==> config.mk <==
export PLATFORM = sky130hd
export DESIGN_NAME = scrub_top
export DESIGN_NICKNAME = d
export VERILOG_FILES = /design/src/hw/scrub_pkg.sv /design/src/hw/scrub_walker.sv /design/src/hw/scrub_csr.sv /design/src/hw/scrub_top.sv
export SDC_FILE = /design/constraint.sdc
export NUM_CORES = 1
export LEC_CHECK = 0
export BUFFER_PORTS_ARGS = -buffer_cell sky130_fd_sc_hd__buf_4
export CAP_MARGIN = 20
export CORE_MARGIN = 10
export CORE_UTILIZATION = 25
export DETAILED_ROUTE_END_ITERATION = 7
export SYNTH_ARGS = -nofsm -noshare
export SYNTH_HDL_FRONTEND = slang
export SYNTH_SLANG_ARGS = --single-unit
export TNS_END_PERCENT = 30
==> constraint.sdc <==
create_clock -name clk_main_a0 -period 4.32 [get_ports clk_main_a0]
set_clock_uncertainty 0.15 [all_clocks]
set_input_delay 0.216 -clock clk_main_a0 [delete_from_list [all_inputs] [get_ports clk_main_a0]]
set_output_delay 0.216 -clock clk_main_a0 [all_outputs]
set_load 0.05 [all_outputs]
==> src/hw/scrub_pkg.sv <==
// scrub package: widths, register map, identity words, scrub limits and enums
`default_nettype none

package scrub_pkg;

  ////////////////////////////////////////
  // bus and data widths
  ////////////////////////////////////////

  localparam int APB_ADDR_W  = 8;
  localparam int APB_DATA_W  = 32;
  localparam int SCRB_ADDR_W = 32;
  localparam int ID_W        = 16;

  ////////////////////////////////////////
  // scrub region
  ////////////////////////////////////////

  // words covered by one burst request
  localparam logic [SCRB_ADDR_W-1:0] SCRB_BURST_BEATS = 32'd16;
  // kept small so a full walk is 16 requests
  localparam logic [SCRB_ADDR_W-1:0] SCRB_MAX_ADDR    = 32'd255;
  localparam logic [SCRB_ADDR_W-1:0] SCRB_LAST_START  =
    SCRB_MAX_ADDR + 32'd1 - SCRB_BURST_BEATS;

  // identity words when debug is off
  localparam logic [ID_W-1:0] CL_ID0 = 16'h5c01;
  localparam logic [ID_W-1:0] CL_ID1 = 16'h0a17;

  ////////////////////////////////////////
  // register map
  ////////////////////////////////////////

  typedef enum logic [APB_ADDR_W-1:0] {
    CSR_CTL    = 8'h00,
    CSR_STATUS = 8'h04,
    CSR_ADDR_A = 8'h08,
    CSR_ADDR_B = 8'h0C
  } csr_addr_e;

  // ctl word fields
  localparam int CTL_EN_A    = 0;
  localparam int CTL_EN_B    = 1;
  // 0 shows channel a, 1 shows channel b
  localparam int CTL_DBG_SEL = 28;
  localparam int CTL_DBG_EN  = 31;

  // walker fsm
  typedef enum logic [1:0] {
    WALK_IDLE = 2'd0,
    WALK_BUSY = 2'd1,
    WALK_DONE = 2'd2
  } walk_state_e;

endpackage

`default_nettype wire

==> src/hw/scrub_walker.sv <==
// scrub walker: steps burst-start addresses over the scrub region and flags completion
`timescale 1ns/1ps
`default_nettype none

module scrub_walker (
  input  wire                                 clk_main_a0,
  input  wire                                 rst_main_n,

  input  wire                                 i_enable,

  // burst request port
  output logic                                o_req_valid,
  output logic [scrub_pkg::SCRB_ADDR_W-1:0]   o_req_addr,
  input  wire                                 i_req_ready,

  output logic                                o_busy,
  output logic                                o_done
);

  import scrub_pkg::*;

  walk_state_e            state_q;
  logic [SCRB_ADDR_W-1:0] addr_q;
  logic                   req_fire;
  logic                   last_req;

  assign req_fire = o_req_valid && i_req_ready;
  assign last_req = (addr_q == SCRB_LAST_START);

  ////////////////////////////////////////
  // walk fsm
  ////////////////////////////////////////

  always_ff @(posedge clk_main_a0) begin
    if (!rst_main_n) begin
      state_q <= WALK_IDLE;
      addr_q  <= '0;
    end else begin
      case (state_q)
        // address is already zero here
        WALK_IDLE: begin
          if (i_enable) begin
            state_q <= WALK_BUSY;
          end
        end
        WALK_BUSY: begin
          if (!i_enable) begin
            state_q <= WALK_IDLE;
            addr_q  <= '0;
          end else if (req_fire) begin
            if (last_req) begin
              state_q <= WALK_DONE;
            end else begin
              addr_q <= addr_q + SCRB_BURST_BEATS;
            end
          end
        end
        // hold last start address until the enable drops
        WALK_DONE: begin
          if (!i_enable) begin
            state_q <= WALK_IDLE;
            addr_q  <= '0;
          end
        end
        default: begin
          state_q <= WALK_IDLE;
          addr_q  <= '0;
        end
      endcase
    end
  end

  assign o_req_valid = (state_q == WALK_BUSY);
  assign o_req_addr  = addr_q;
  assign o_busy      = (state_q == WALK_BUSY);
  assign o_done      = (state_q == WALK_DONE);

  // request stays put under back-pressure unless the channel is switched off
  a_req_hold: assert property (
    @(posedge clk_main_a0) disable iff (!rst_main_n)
    (o_req_valid && !i_req_ready && i_enable) |=> (o_req_valid && $stable(o_req_addr))
  );

  a_addr_limit: assert property (
    @(posedge clk_main_a0) disable iff (!rst_main_n)
    o_req_addr <= SCRB_LAST_START
  );

endmodule

`default_nettype wire

==> src/hw/scrub_csr.sv <==
// scrub csr: apb register block with control word, status, id words and flr response
`timescale 1ns/1ps
`default_nettype none

module scrub_csr (
  input  wire                                 clk_main_a0,
  input  wire                                 rst_main_n,

  input  wire                                 i_psel,
  input  wire                                 i_penable,
  input  wire                                 i_pwrite,
  input  wire  [scrub_pkg::APB_ADDR_W-1:0]    i_paddr,
  input  wire  [scrub_pkg::APB_DATA_W-1:0]    i_pwdata,
  output logic                                o_pready,
  output logic [scrub_pkg::APB_DATA_W-1:0]    o_prdata,
  output logic                                o_pslverr,

  input  wire                                 i_flr_assert,
  output logic                                o_flr_done,

  output logic [scrub_pkg::ID_W-1:0]          o_id0,
  output logic [scrub_pkg::ID_W-1:0]          o_id1,

  output logic                                o_en_a,
  output logic                                o_en_b,
  input  wire  [scrub_pkg::SCRB_ADDR_W-1:0]   i_addr_a,
  input  wire  [scrub_pkg::SCRB_ADDR_W-1:0]   i_addr_b,
  input  wire                                 i_done_a,
  input  wire                                 i_done_b,
  input  wire                                 i_busy_a,
  input  wire                                 i_busy_b
);

  import scrub_pkg::*;

  logic                   apb_setup;
  logic                   apb_access;
  logic                   addr_hit;
  logic                   acc_err;
  logic                   ctl_wr;
  logic [APB_DATA_W-1:0]  rd_data;
  logic [APB_DATA_W-1:0]  status;
  logic [APB_DATA_W-1:0]  ctl_q;
  logic [SCRB_ADDR_W-1:0] dbg_addr;
  logic                   flr_assert_q;

  ////////////////////////////////////////
  // apb decode
  ////////////////////////////////////////

  assign apb_setup  = i_psel && !i_penable;
  assign apb_access = i_psel && i_penable;

  // done in the low byte, busy in the next one
  always_comb begin
    status    = '0;
    status[0] = i_done_a;
    status[1] = i_done_b;
    status[8] = i_busy_a;
    status[9] = i_busy_b;
  end

  always_comb begin
    rd_data  = '0;
    addr_hit = 1'b1;
    case (i_paddr)
      CSR_CTL:    rd_data = ctl_q;
      CSR_STATUS: rd_data = status;
      CSR_ADDR_A: rd_data = i_addr_a;
      CSR_ADDR_B: rd_data = i_addr_b;
      default:    addr_hit = 1'b0;
    endcase
  end

  // only ctl is writable
  assign acc_err = !addr_hit || (i_pwrite && (i_paddr != CSR_CTL));
  assign ctl_wr  = apb_access && i_pwrite && !acc_err;

  // response is set up during the setup phase so access has no wait states
  always_ff @(posedge clk_main_a0) begin
    if (!rst_main_n) begin
      o_pready  <= 1'b0;
      o_pslverr <= 1'b0;
    end else begin
      o_pready  <= apb_setup;
      o_pslverr <= apb_setup && acc_err;
    end
  end

  always_ff @(posedge clk_main_a0) begin
    if (apb_setup && !acc_err && !i_pwrite) begin
      o_prdata <= rd_data;
    end else begin
      o_prdata <= '0;
    end
  end

  ////////////////////////////////////////
  // control word
  ////////////////////////////////////////

  // flr wins over a write in the same cycle
  always_ff @(posedge clk_main_a0) begin
    if (!rst_main_n) begin
      ctl_q <= '0;
    end else if (flr_assert_q) begin
      ctl_q <= '0;
    end else if (ctl_wr) begin
      ctl_q <= i_pwdata;
    end
  end

  assign o_en_a = ctl_q[CTL_EN_A];
  assign o_en_b = ctl_q[CTL_EN_B];

  ////////////////////////////////////////
  // id words
  ////////////////////////////////////////

  assign dbg_addr = ctl_q[CTL_DBG_SEL] ? i_addr_b : i_addr_a;

  always_ff @(posedge clk_main_a0) begin
    if (!rst_main_n) begin
      o_id0 <= CL_ID0;
      o_id1 <= CL_ID1;
    end else if (ctl_q[CTL_DBG_EN]) begin
      o_id0 <= dbg_addr[ID_W-1:0];
      o_id1 <= dbg_addr[SCRB_ADDR_W-1:ID_W];
    end else begin
      o_id0 <= CL_ID0;
      o_id1 <= CL_ID1;
    end
  end

  ////////////////////////////////////////
  // flr auto response
  ////////////////////////////////////////

  // toggles while the request is held
  always_ff @(posedge clk_main_a0) begin
    if (!rst_main_n) begin
      flr_assert_q <= 1'b0;
      o_flr_done   <= 1'b0;
    end else begin
      flr_assert_q <= i_flr_assert;
      o_flr_done   <= flr_assert_q && !o_flr_done;
    end
  end

  // master side protocol
  a_penable_with_psel: assert property (
    @(posedge clk_main_a0) disable iff (!rst_main_n)
    i_penable |-> i_psel
  );

  // registered pready must line up with every access phase
  a_pready_in_access: assert property (
    @(posedge clk_main_a0) disable iff (!rst_main_n)
    apb_access |-> o_pready
  );

endmodule

`default_nettype wire

==> src/hw/scrub_top.sv <==
// scrub top: apb register block driving two independent memory scrub walkers
`timescale 1ns/1ps
`default_nettype none

module scrub_top (
  input  wire                                 clk_main_a0,
  input  wire                                 rst_main_n,

  // apb slave
  input  wire                                 i_psel,
  input  wire                                 i_penable,
  input  wire                                 i_pwrite,
  input  wire  [scrub_pkg::APB_ADDR_W-1:0]    i_paddr,
  input  wire  [scrub_pkg::APB_DATA_W-1:0]    i_pwdata,
  output logic                                o_pready,
  output logic [scrub_pkg::APB_DATA_W-1:0]    o_prdata,
  output logic                                o_pslverr,

  // function level reset
  input  wire                                 i_flr_assert,
  output logic                                o_flr_done,

  // id words
  output logic [scrub_pkg::ID_W-1:0]          o_id0,
  output logic [scrub_pkg::ID_W-1:0]          o_id1,

  // channel a requests
  output logic                                o_req_a_valid,
  output logic [scrub_pkg::SCRB_ADDR_W-1:0]   o_req_a_addr,
  input  wire                                 i_req_a_ready,

  // channel b requests
  output logic                                o_req_b_valid,
  output logic [scrub_pkg::SCRB_ADDR_W-1:0]   o_req_b_addr,
  input  wire                                 i_req_b_ready
);

  logic en_a;
  logic en_b;
  logic done_a;
  logic done_b;
  logic busy_a;
  logic busy_b;

  scrub_csr csr_i (
    .clk_main_a0  (clk_main_a0),
    .rst_main_n   (rst_main_n),
    .i_psel       (i_psel),
    .i_penable    (i_penable),
    .i_pwrite     (i_pwrite),
    .i_paddr      (i_paddr),
    .i_pwdata     (i_pwdata),
    .o_pready     (o_pready),
    .o_prdata     (o_prdata),
    .o_pslverr    (o_pslverr),
    .i_flr_assert (i_flr_assert),
    .o_flr_done   (o_flr_done),
    .o_id0        (o_id0),
    .o_id1        (o_id1),
    .o_en_a       (en_a),
    .o_en_b       (en_b),
    .i_addr_a     (o_req_a_addr),
    .i_addr_b     (o_req_b_addr),
    .i_done_a     (done_a),
    .i_done_b     (done_b),
    .i_busy_a     (busy_a),
    .i_busy_b     (busy_b)
  );

  // channel a
  scrub_walker walker_a_i (
    .clk_main_a0 (clk_main_a0),
    .rst_main_n  (rst_main_n),
    .i_enable    (en_a),
    .o_req_valid (o_req_a_valid),
    .o_req_addr  (o_req_a_addr),
    .i_req_ready (i_req_a_ready),
    .o_busy      (busy_a),
    .o_done      (done_a)
  );

  // channel b
  scrub_walker walker_b_i (
    .clk_main_a0 (clk_main_a0),
    .rst_main_n  (rst_main_n),
    .i_enable    (en_b),
    .o_req_valid (o_req_b_valid),
    .o_req_addr  (o_req_b_addr),
    .i_req_ready (i_req_b_ready),
    .o_busy      (busy_b),
    .o_done      (done_b)
  );

endmodule

`default_nettype wire

-- Yosys cells after proc, flatten, opt, wreduce, memory -nomap -nowiden
Index checks and enable logic that the tools add are counted.
- output and inout port bits: 133
- register bits after elaboration: 168
- bitwise operators: 3
- multiplexer cells: 25
- reductions and logical operators: 28
- add/subtract/negate cells: 2
- equal/unequal tests: 19
- operator list (operator ; number):
    2-to-1 mux 32 bit ; 9
    case mux 32 bit (3 select lines) ; 2
    case mux 32 bit (4 select lines) ; 1
    adder 32 x 5 -> 32 bit, second input constant ; 2
    == test 32 x 8 -> 1 bit, second input constant ; 2
    2-to-1 mux 2 bit ; 10
    == test 8 x 4 -> 1 bit, second input constant ; 2
    AND reduction 4 bit ; 4
    inequality test 3 x 2 -> 1 bit, second input constant ; 4
    case mux 2 bit (3 select lines) ; 2
    logical AND 1 bit ; 11
    == test 8 x 3 -> 1 bit, second input constant ; 1
    zero test 8 bit ; 1
    inequality test 2 bit, second input constant ; 4
    nonzero test 8 bit ; 1
    inequality test 3 bit, second input constant ; 2
    zero test 1 bit ; 5
    == test 2 x 1 -> 1 bit, second input constant ; 2
    == test 2 bit, second input constant ; 2
    zero test 2 bit ; 2
    OR reduction 4 bit ; 1
    NOT 1 bit ; 3
    AND reduction 2 bit ; 1
    OR reduction 2 bit ; 1
    other kinds (2) ; 2

-- Depth between registers and ports, before layout
- word-level depth: 8
- mapped depth: 8

-- Modules after synthesis
Synthesis repeated with hierarchy kept, for this count alone.
- cells, all modules: 878
- area total of the unflattened synthesis: 7940.1 um^2
- modules (own cells, without submodules) (module ; area each (um^2) ; times used ; cells an instance):
    scrub_csr ; 4244.1 ; 1 ; 428
    scrub_walker ; 1848.0 ; 2 ; 225

-- Worst setup path before layout
No wires, ideal clock.
- kind: register to register
- start: reg walker_a_i.state_q[1]
- end: reg walker_a_i.addr_q[12] (netlist: walker_a_i.o_req_addr[12])
- data arrival time: 2.379 ns
- cell stages (with the launch flop): 8
- buffers on the path: 2
- path slack: 1.674 ns
- period minus slack after synthesis: 2.646 ns
- path through: dfxtp_1 > clkbuf_1 > nor2b_1 > nand2_1 > nor3_1 > buf_2 > nor2_1 > o2bb2ai_1
- longest elaborated chain between the ends: 4
- elaborated cells between the ends (all ways): 10
- classes of those cells: eq/ne (5); mux (1); bitwise (1); reduce/logical (3)
- ends and longest elaborated chain (what ; line ; source):
    start, declared ; scrub_walker.sv:22 ; walk_state_e state_q;
    start signal, assigned ; scrub_walker.sv:36 ; state_q <= WALK_IDLE;
    start signal, assigned ; scrub_walker.sv:43 ; state_q <= WALK_BUSY;
    start signal, assigned ; scrub_walker.sv:48 ; state_q <= WALK_IDLE;
    == test 2 x 1 -> 1 bit * ; scrub_walker.sv:73 ; assign o_req_valid = (state_q == WALK_BUSY);
    net o_req_a_valid ; scrub_top.sv:28 ; output logic o_req_a_valid,
    logical AND 1 bit ; scrub_walker.sv:27 ; assign req_fire = o_req_valid && i_req_ready;
    inequality test 3 x 2 -> 1 bit (no line) ; n/a ;
    AND reduction 4 bit (no line) ; n/a ;
    end signal, assigned ; scrub_walker.sv:54 ; addr_q <= addr_q + SCRB_BURST_BEATS;
    end, declared ; scrub_walker.sv:23 ; logic [SCRB_ADDR_W-1:0] addr_q;
Mark *: on every way through the listed nets, which the timed path passes. The rest lies on a longest branch.
A chain may end at the register's enable or synchronous reset.

-- Worst setup path after layout
- start: reg walker_b_i.addr_q[28] (netlist: walker_b_i.o_req_addr[28])
- end: reg walker_b_i.addr_q[27] (netlist: walker_b_i.o_req_addr[27])
- longest elaborated chain between the ends: 3
- ends and longest elaborated chain (what ; line ; source):
    start, declared ; scrub_walker.sv:23 ;
    start signal, assigned ; scrub_walker.sv:54 ;
    == test 32 x 8 -> 1 bit ; scrub_walker.sv:28 ; assign last_req = (addr_q == SCRB_LAST_START);
    inequality test 3 bit (no line) ; n/a ;
    AND reduction 4 bit (no line) ; n/a ;
Every way passes these cells.

==> impl_metrics.csv <==
group,metric,value,unit
synth,syn_inst,794,
layout,drive_above_1_share,24.5,%
layout,area_growth,35.0,%
critical_path,path_class,"register to register",
placed_design,placement.io_buffers,169,
routing,finalWirelength,27.4,mm
timing,timing.fmax,373,MHz
placed_design,pre_cts_ws,1.75,ns
power_and_ir_drop,leakage,3.84,nW
clocking,cts_tree,"yes",
placed_design,gp_congestion,0.857,
synth,synth_area,7130,um^2
timing,max-slew-margin-rel,33.7,%
global_routing,grt-ovfl-total,0,
synth,synth-seq-cells,157,
critical_path,crit_chain,"nor4_1 -> nand4_1 -> o41ai_4 -> buf_4 -> and2_1 -> a221o_1",
synth,ys_seq_area_share,44.1,%
clocking,clockBufferDepth,2,
global_routing,grt_pass1_vias,6511,
routing,route.detailed.drc,0,
global_routing,use_met2,21.3,%
synth,yosys-top-cells-count,"dfxtp_1 (157), nor2_1 (103), mux2i_1 (62)",
critical_path,cp.arrival,2.91,ns
run_status,status,"finished clean",
routing,viasPerCell,5.01,
synth,yosysTopAreaCell,"dfxtp_1",
routing,drt_iter0_drc,560,
synth,ys_top_cells_by_area,"dfxtp_1 (44%), mux2i_1 (8.7%), nor2_1 (5.4%)",
global_routing,grt_pass1_wl,40.7,mm
layout,fillers,2915,
global_routing,antenna_found_initial,0,
clocking,h-tree-depth,4,
clocking,clk_pin_slew,0.07,ns
routing,wl_per_cell,20.2,um
timing,final.setup.tns,0,ns
die,die_h,189,um
synth,synth_edf_count,0,
die,die_w,189,um
timing,maxSlewViolCount,0,
power_and_ir_drop,irDropWorstVdd,0.204,mV
synth,yosys.area.top_type_share,44.1,%
timing,rsz0062_at_grt,"no",
die,start_util,25.5,%
timing,worst_slack,1.64,ns
global_routing,use_met3,4.74,%
routing,drtPass1Iterations,5,
die,die_area,35700,um^2
placed_design,dpl.hpwl,19.9,mm
critical_path,crit_path_end_kind,"register",
synth,ys_types,70,
synth,yosysMostFrequentCell,"dfxtp_1",
layout,nNetsFinal,1016,
timing,setup_viol,0,
clocking,post_cts_resized,0,
global_routing,busiest_layer,"met2",
layout,diodes,0,
clocking,ctsRootBufferMaster,"clkbuf_16",
routing,vias,6795,
critical_path,critical_path.startpoint_type,"register",
routing,ant_nets,0,
die,ioPinCount,181,
critical_path,required,4.55,ns
clocking,clk_latency,0.44,ns
global_routing,grt_use_total,14.7,%
job,cap_violations,0,
timing,min_period,2.68,ns
critical_path,slowest_delay,0.57,ns
synth,yosysWarnings,0,
clocking,cts_sinks,157,
timing,period_share,62.0,%
power_and_ir_drop,p_per_area,330,nW/um^2
timing,worstMarginPinSlew,0.995,ns
timing,holdWs,0.0114,ns
timing,hold_viol,0,
critical_path,slowest_stage,"nor4_1",
synth,synth-async-reset-ratio,0,%
die,core-area,27900,um^2
global_routing,grt_max_degree,35,
clocking,numCtsBuffers,17,
layout,finish.utilization,34.5,%
clocking,holdBufCountCts,36,
synth,syn_area_per_cell,8.98,um^2
die,fp-row-count,61,
global_routing,use_met1,20.4,%
worst_hold_path,hold_path_class,"input pin to register",
critical_path,path_max_fanout,14,
clocking,postCtsSetupBuffers,0,
synth,synth-main-ff-cell,"dfxtp_1",
-- worst max-delay path, delay by kind of cell (launching register included) --
| family | cells | cell delay, ns |
|---|---|---|
| AO/OA/AOI/OAI | 2 | 0.69 |
| buffers and inverters | 1 | 0.29 |
| flip-flops | 1 | 0.44 |
| AND/OR/NAND/NOR | 3 | 1.05 |
-- state kept, by name (all words and copies together), names as in the netlist --
register               count
csr_i.ctl_q               32
walker_a_i.o_req_addr     28
walker_b_i.o_req_addr     28
walker_b_i.state_q         2
csr_i.o_flr_done           1
csr_i.o_pslverr            1
csr_i.o_prdata            32
csr_i.o_pready             1
walker_a_i.state_q         2
csr_i.o_id0               13
csr_i.flr_assert_q         1
csr_i.o_id1               16
-- layer usage --
layer  vias to the layer above  share of wire, %
li1                       3219                 -
met1                      3264                47
met2                       279                43
met3                        33               8.7
met4                         0               1.6
met5                         -                 0
-- power breakdown --
part / total, W / switching [W] / internal (W) / leakage (nW)
Sequential: 0.00145 / 0.000000599 / 0.00145 / 1.27
Clock: 0.00159 / 0.000648 / 0.000942 / 0.288
Combinational: 0.000138 / 0.0000800 / 0.0000585 / 2.28
Total: 0.00318 / 0.000729 / 0.00245 / 3.84
-- placed cells by master (no fill, tap or decap), types with 4 or more instances in the layout --
master / Yosys / final
buf_4: 11 / 175
dfxtp_1: 157 / 156
nor2_1: 103 / 103
mux2i_1: 62 / 62
nand2_1: 52 / 52
dlygate4sd3_1: 0 / 36
nand3_1: 31 / 31
a21oi_1: 30 / 30
a22oi_1: 27 / 27
o21ai_0: 25 / 25
nand4_1: 22 / 22
mux2_2: 22 / 22
nor4_1: 21 / 21
and3_1: 20 / 20
clkbuf_16: 0 / 17
nor3_1: 14 / 14
or4_1: 13 / 13
or3_1: 12 / 12
conb_1: 1 / 11
inv_1: 10 / 10
and4_1: 7 / 7
o211ai_1: 7 / 7
o31ai_1: 6 / 6
o21ai_1: 6 / 6
and2_1: 5 / 5
clkinvlp_4: 0 / 5
nand2b_1: 4 / 4
nor2b_1: 4 / 4
nor3b_1: 4 / 4
a211o_1: 4 / 4
-- final timing paths --
| kind | startpoint | to | slack, ns | cells after the start |
|---|---|---|---|---|
| setup / recovery | walker_b_i.o_req_addr[28] | walker_b_i.o_req_addr[27] | 1.64 | 6 |
| hold / removal | i_pwrite | csr_i.o_prdata[8] | 0.01 | 3 |
| setup reg to reg | walker_b_i.o_req_addr[28] | walker_b_i.o_req_addr[27] | 1.64 | 6 |
| hold reg to reg | csr_i.o_flr_done | csr_i.o_flr_done | 0.26 | 1 |
-- layout make-up --
type,instances,area (um^2),share of cell area [%]
clock buffer,19,453,4.71
clock inverter,13,164,1.70
inverter,12,45.0,0.468
multi-input combinational,566,3640,37.9
sequential,157,3140,32.7
tap,378,473,4.91
timing repair buffer,212,1700,17.7
-- cell families (layout without fill, tap and decap cells) --
family	Yosys count	after routing	synth area share, %
other	1	11	0.0526
multiplexers	87	87	13.0
AND/OR/NAND/NOR	324	324	23.4
XOR/XNOR	6	6	0.737
flip-flops	157	157	44.1
buffers and inverters	81	256	5.34
AO/OA/AOI/OAI	135	135	12.8
adder cells (fa/ha/maj)	3	3	0.491
-- stage by stage --
step	power [W]	cell area, um^2	std cells
finish	0.00318	9620	1357
detailed placement	0.00159	8620	1288
floorplan	0.00155	7170	804
CTS	0.00319	9600	1356
global route	0.00326	9620	1357
global placement	0.00159	8620	1288
Note: power is estimated with default switching activity, not from simulation.
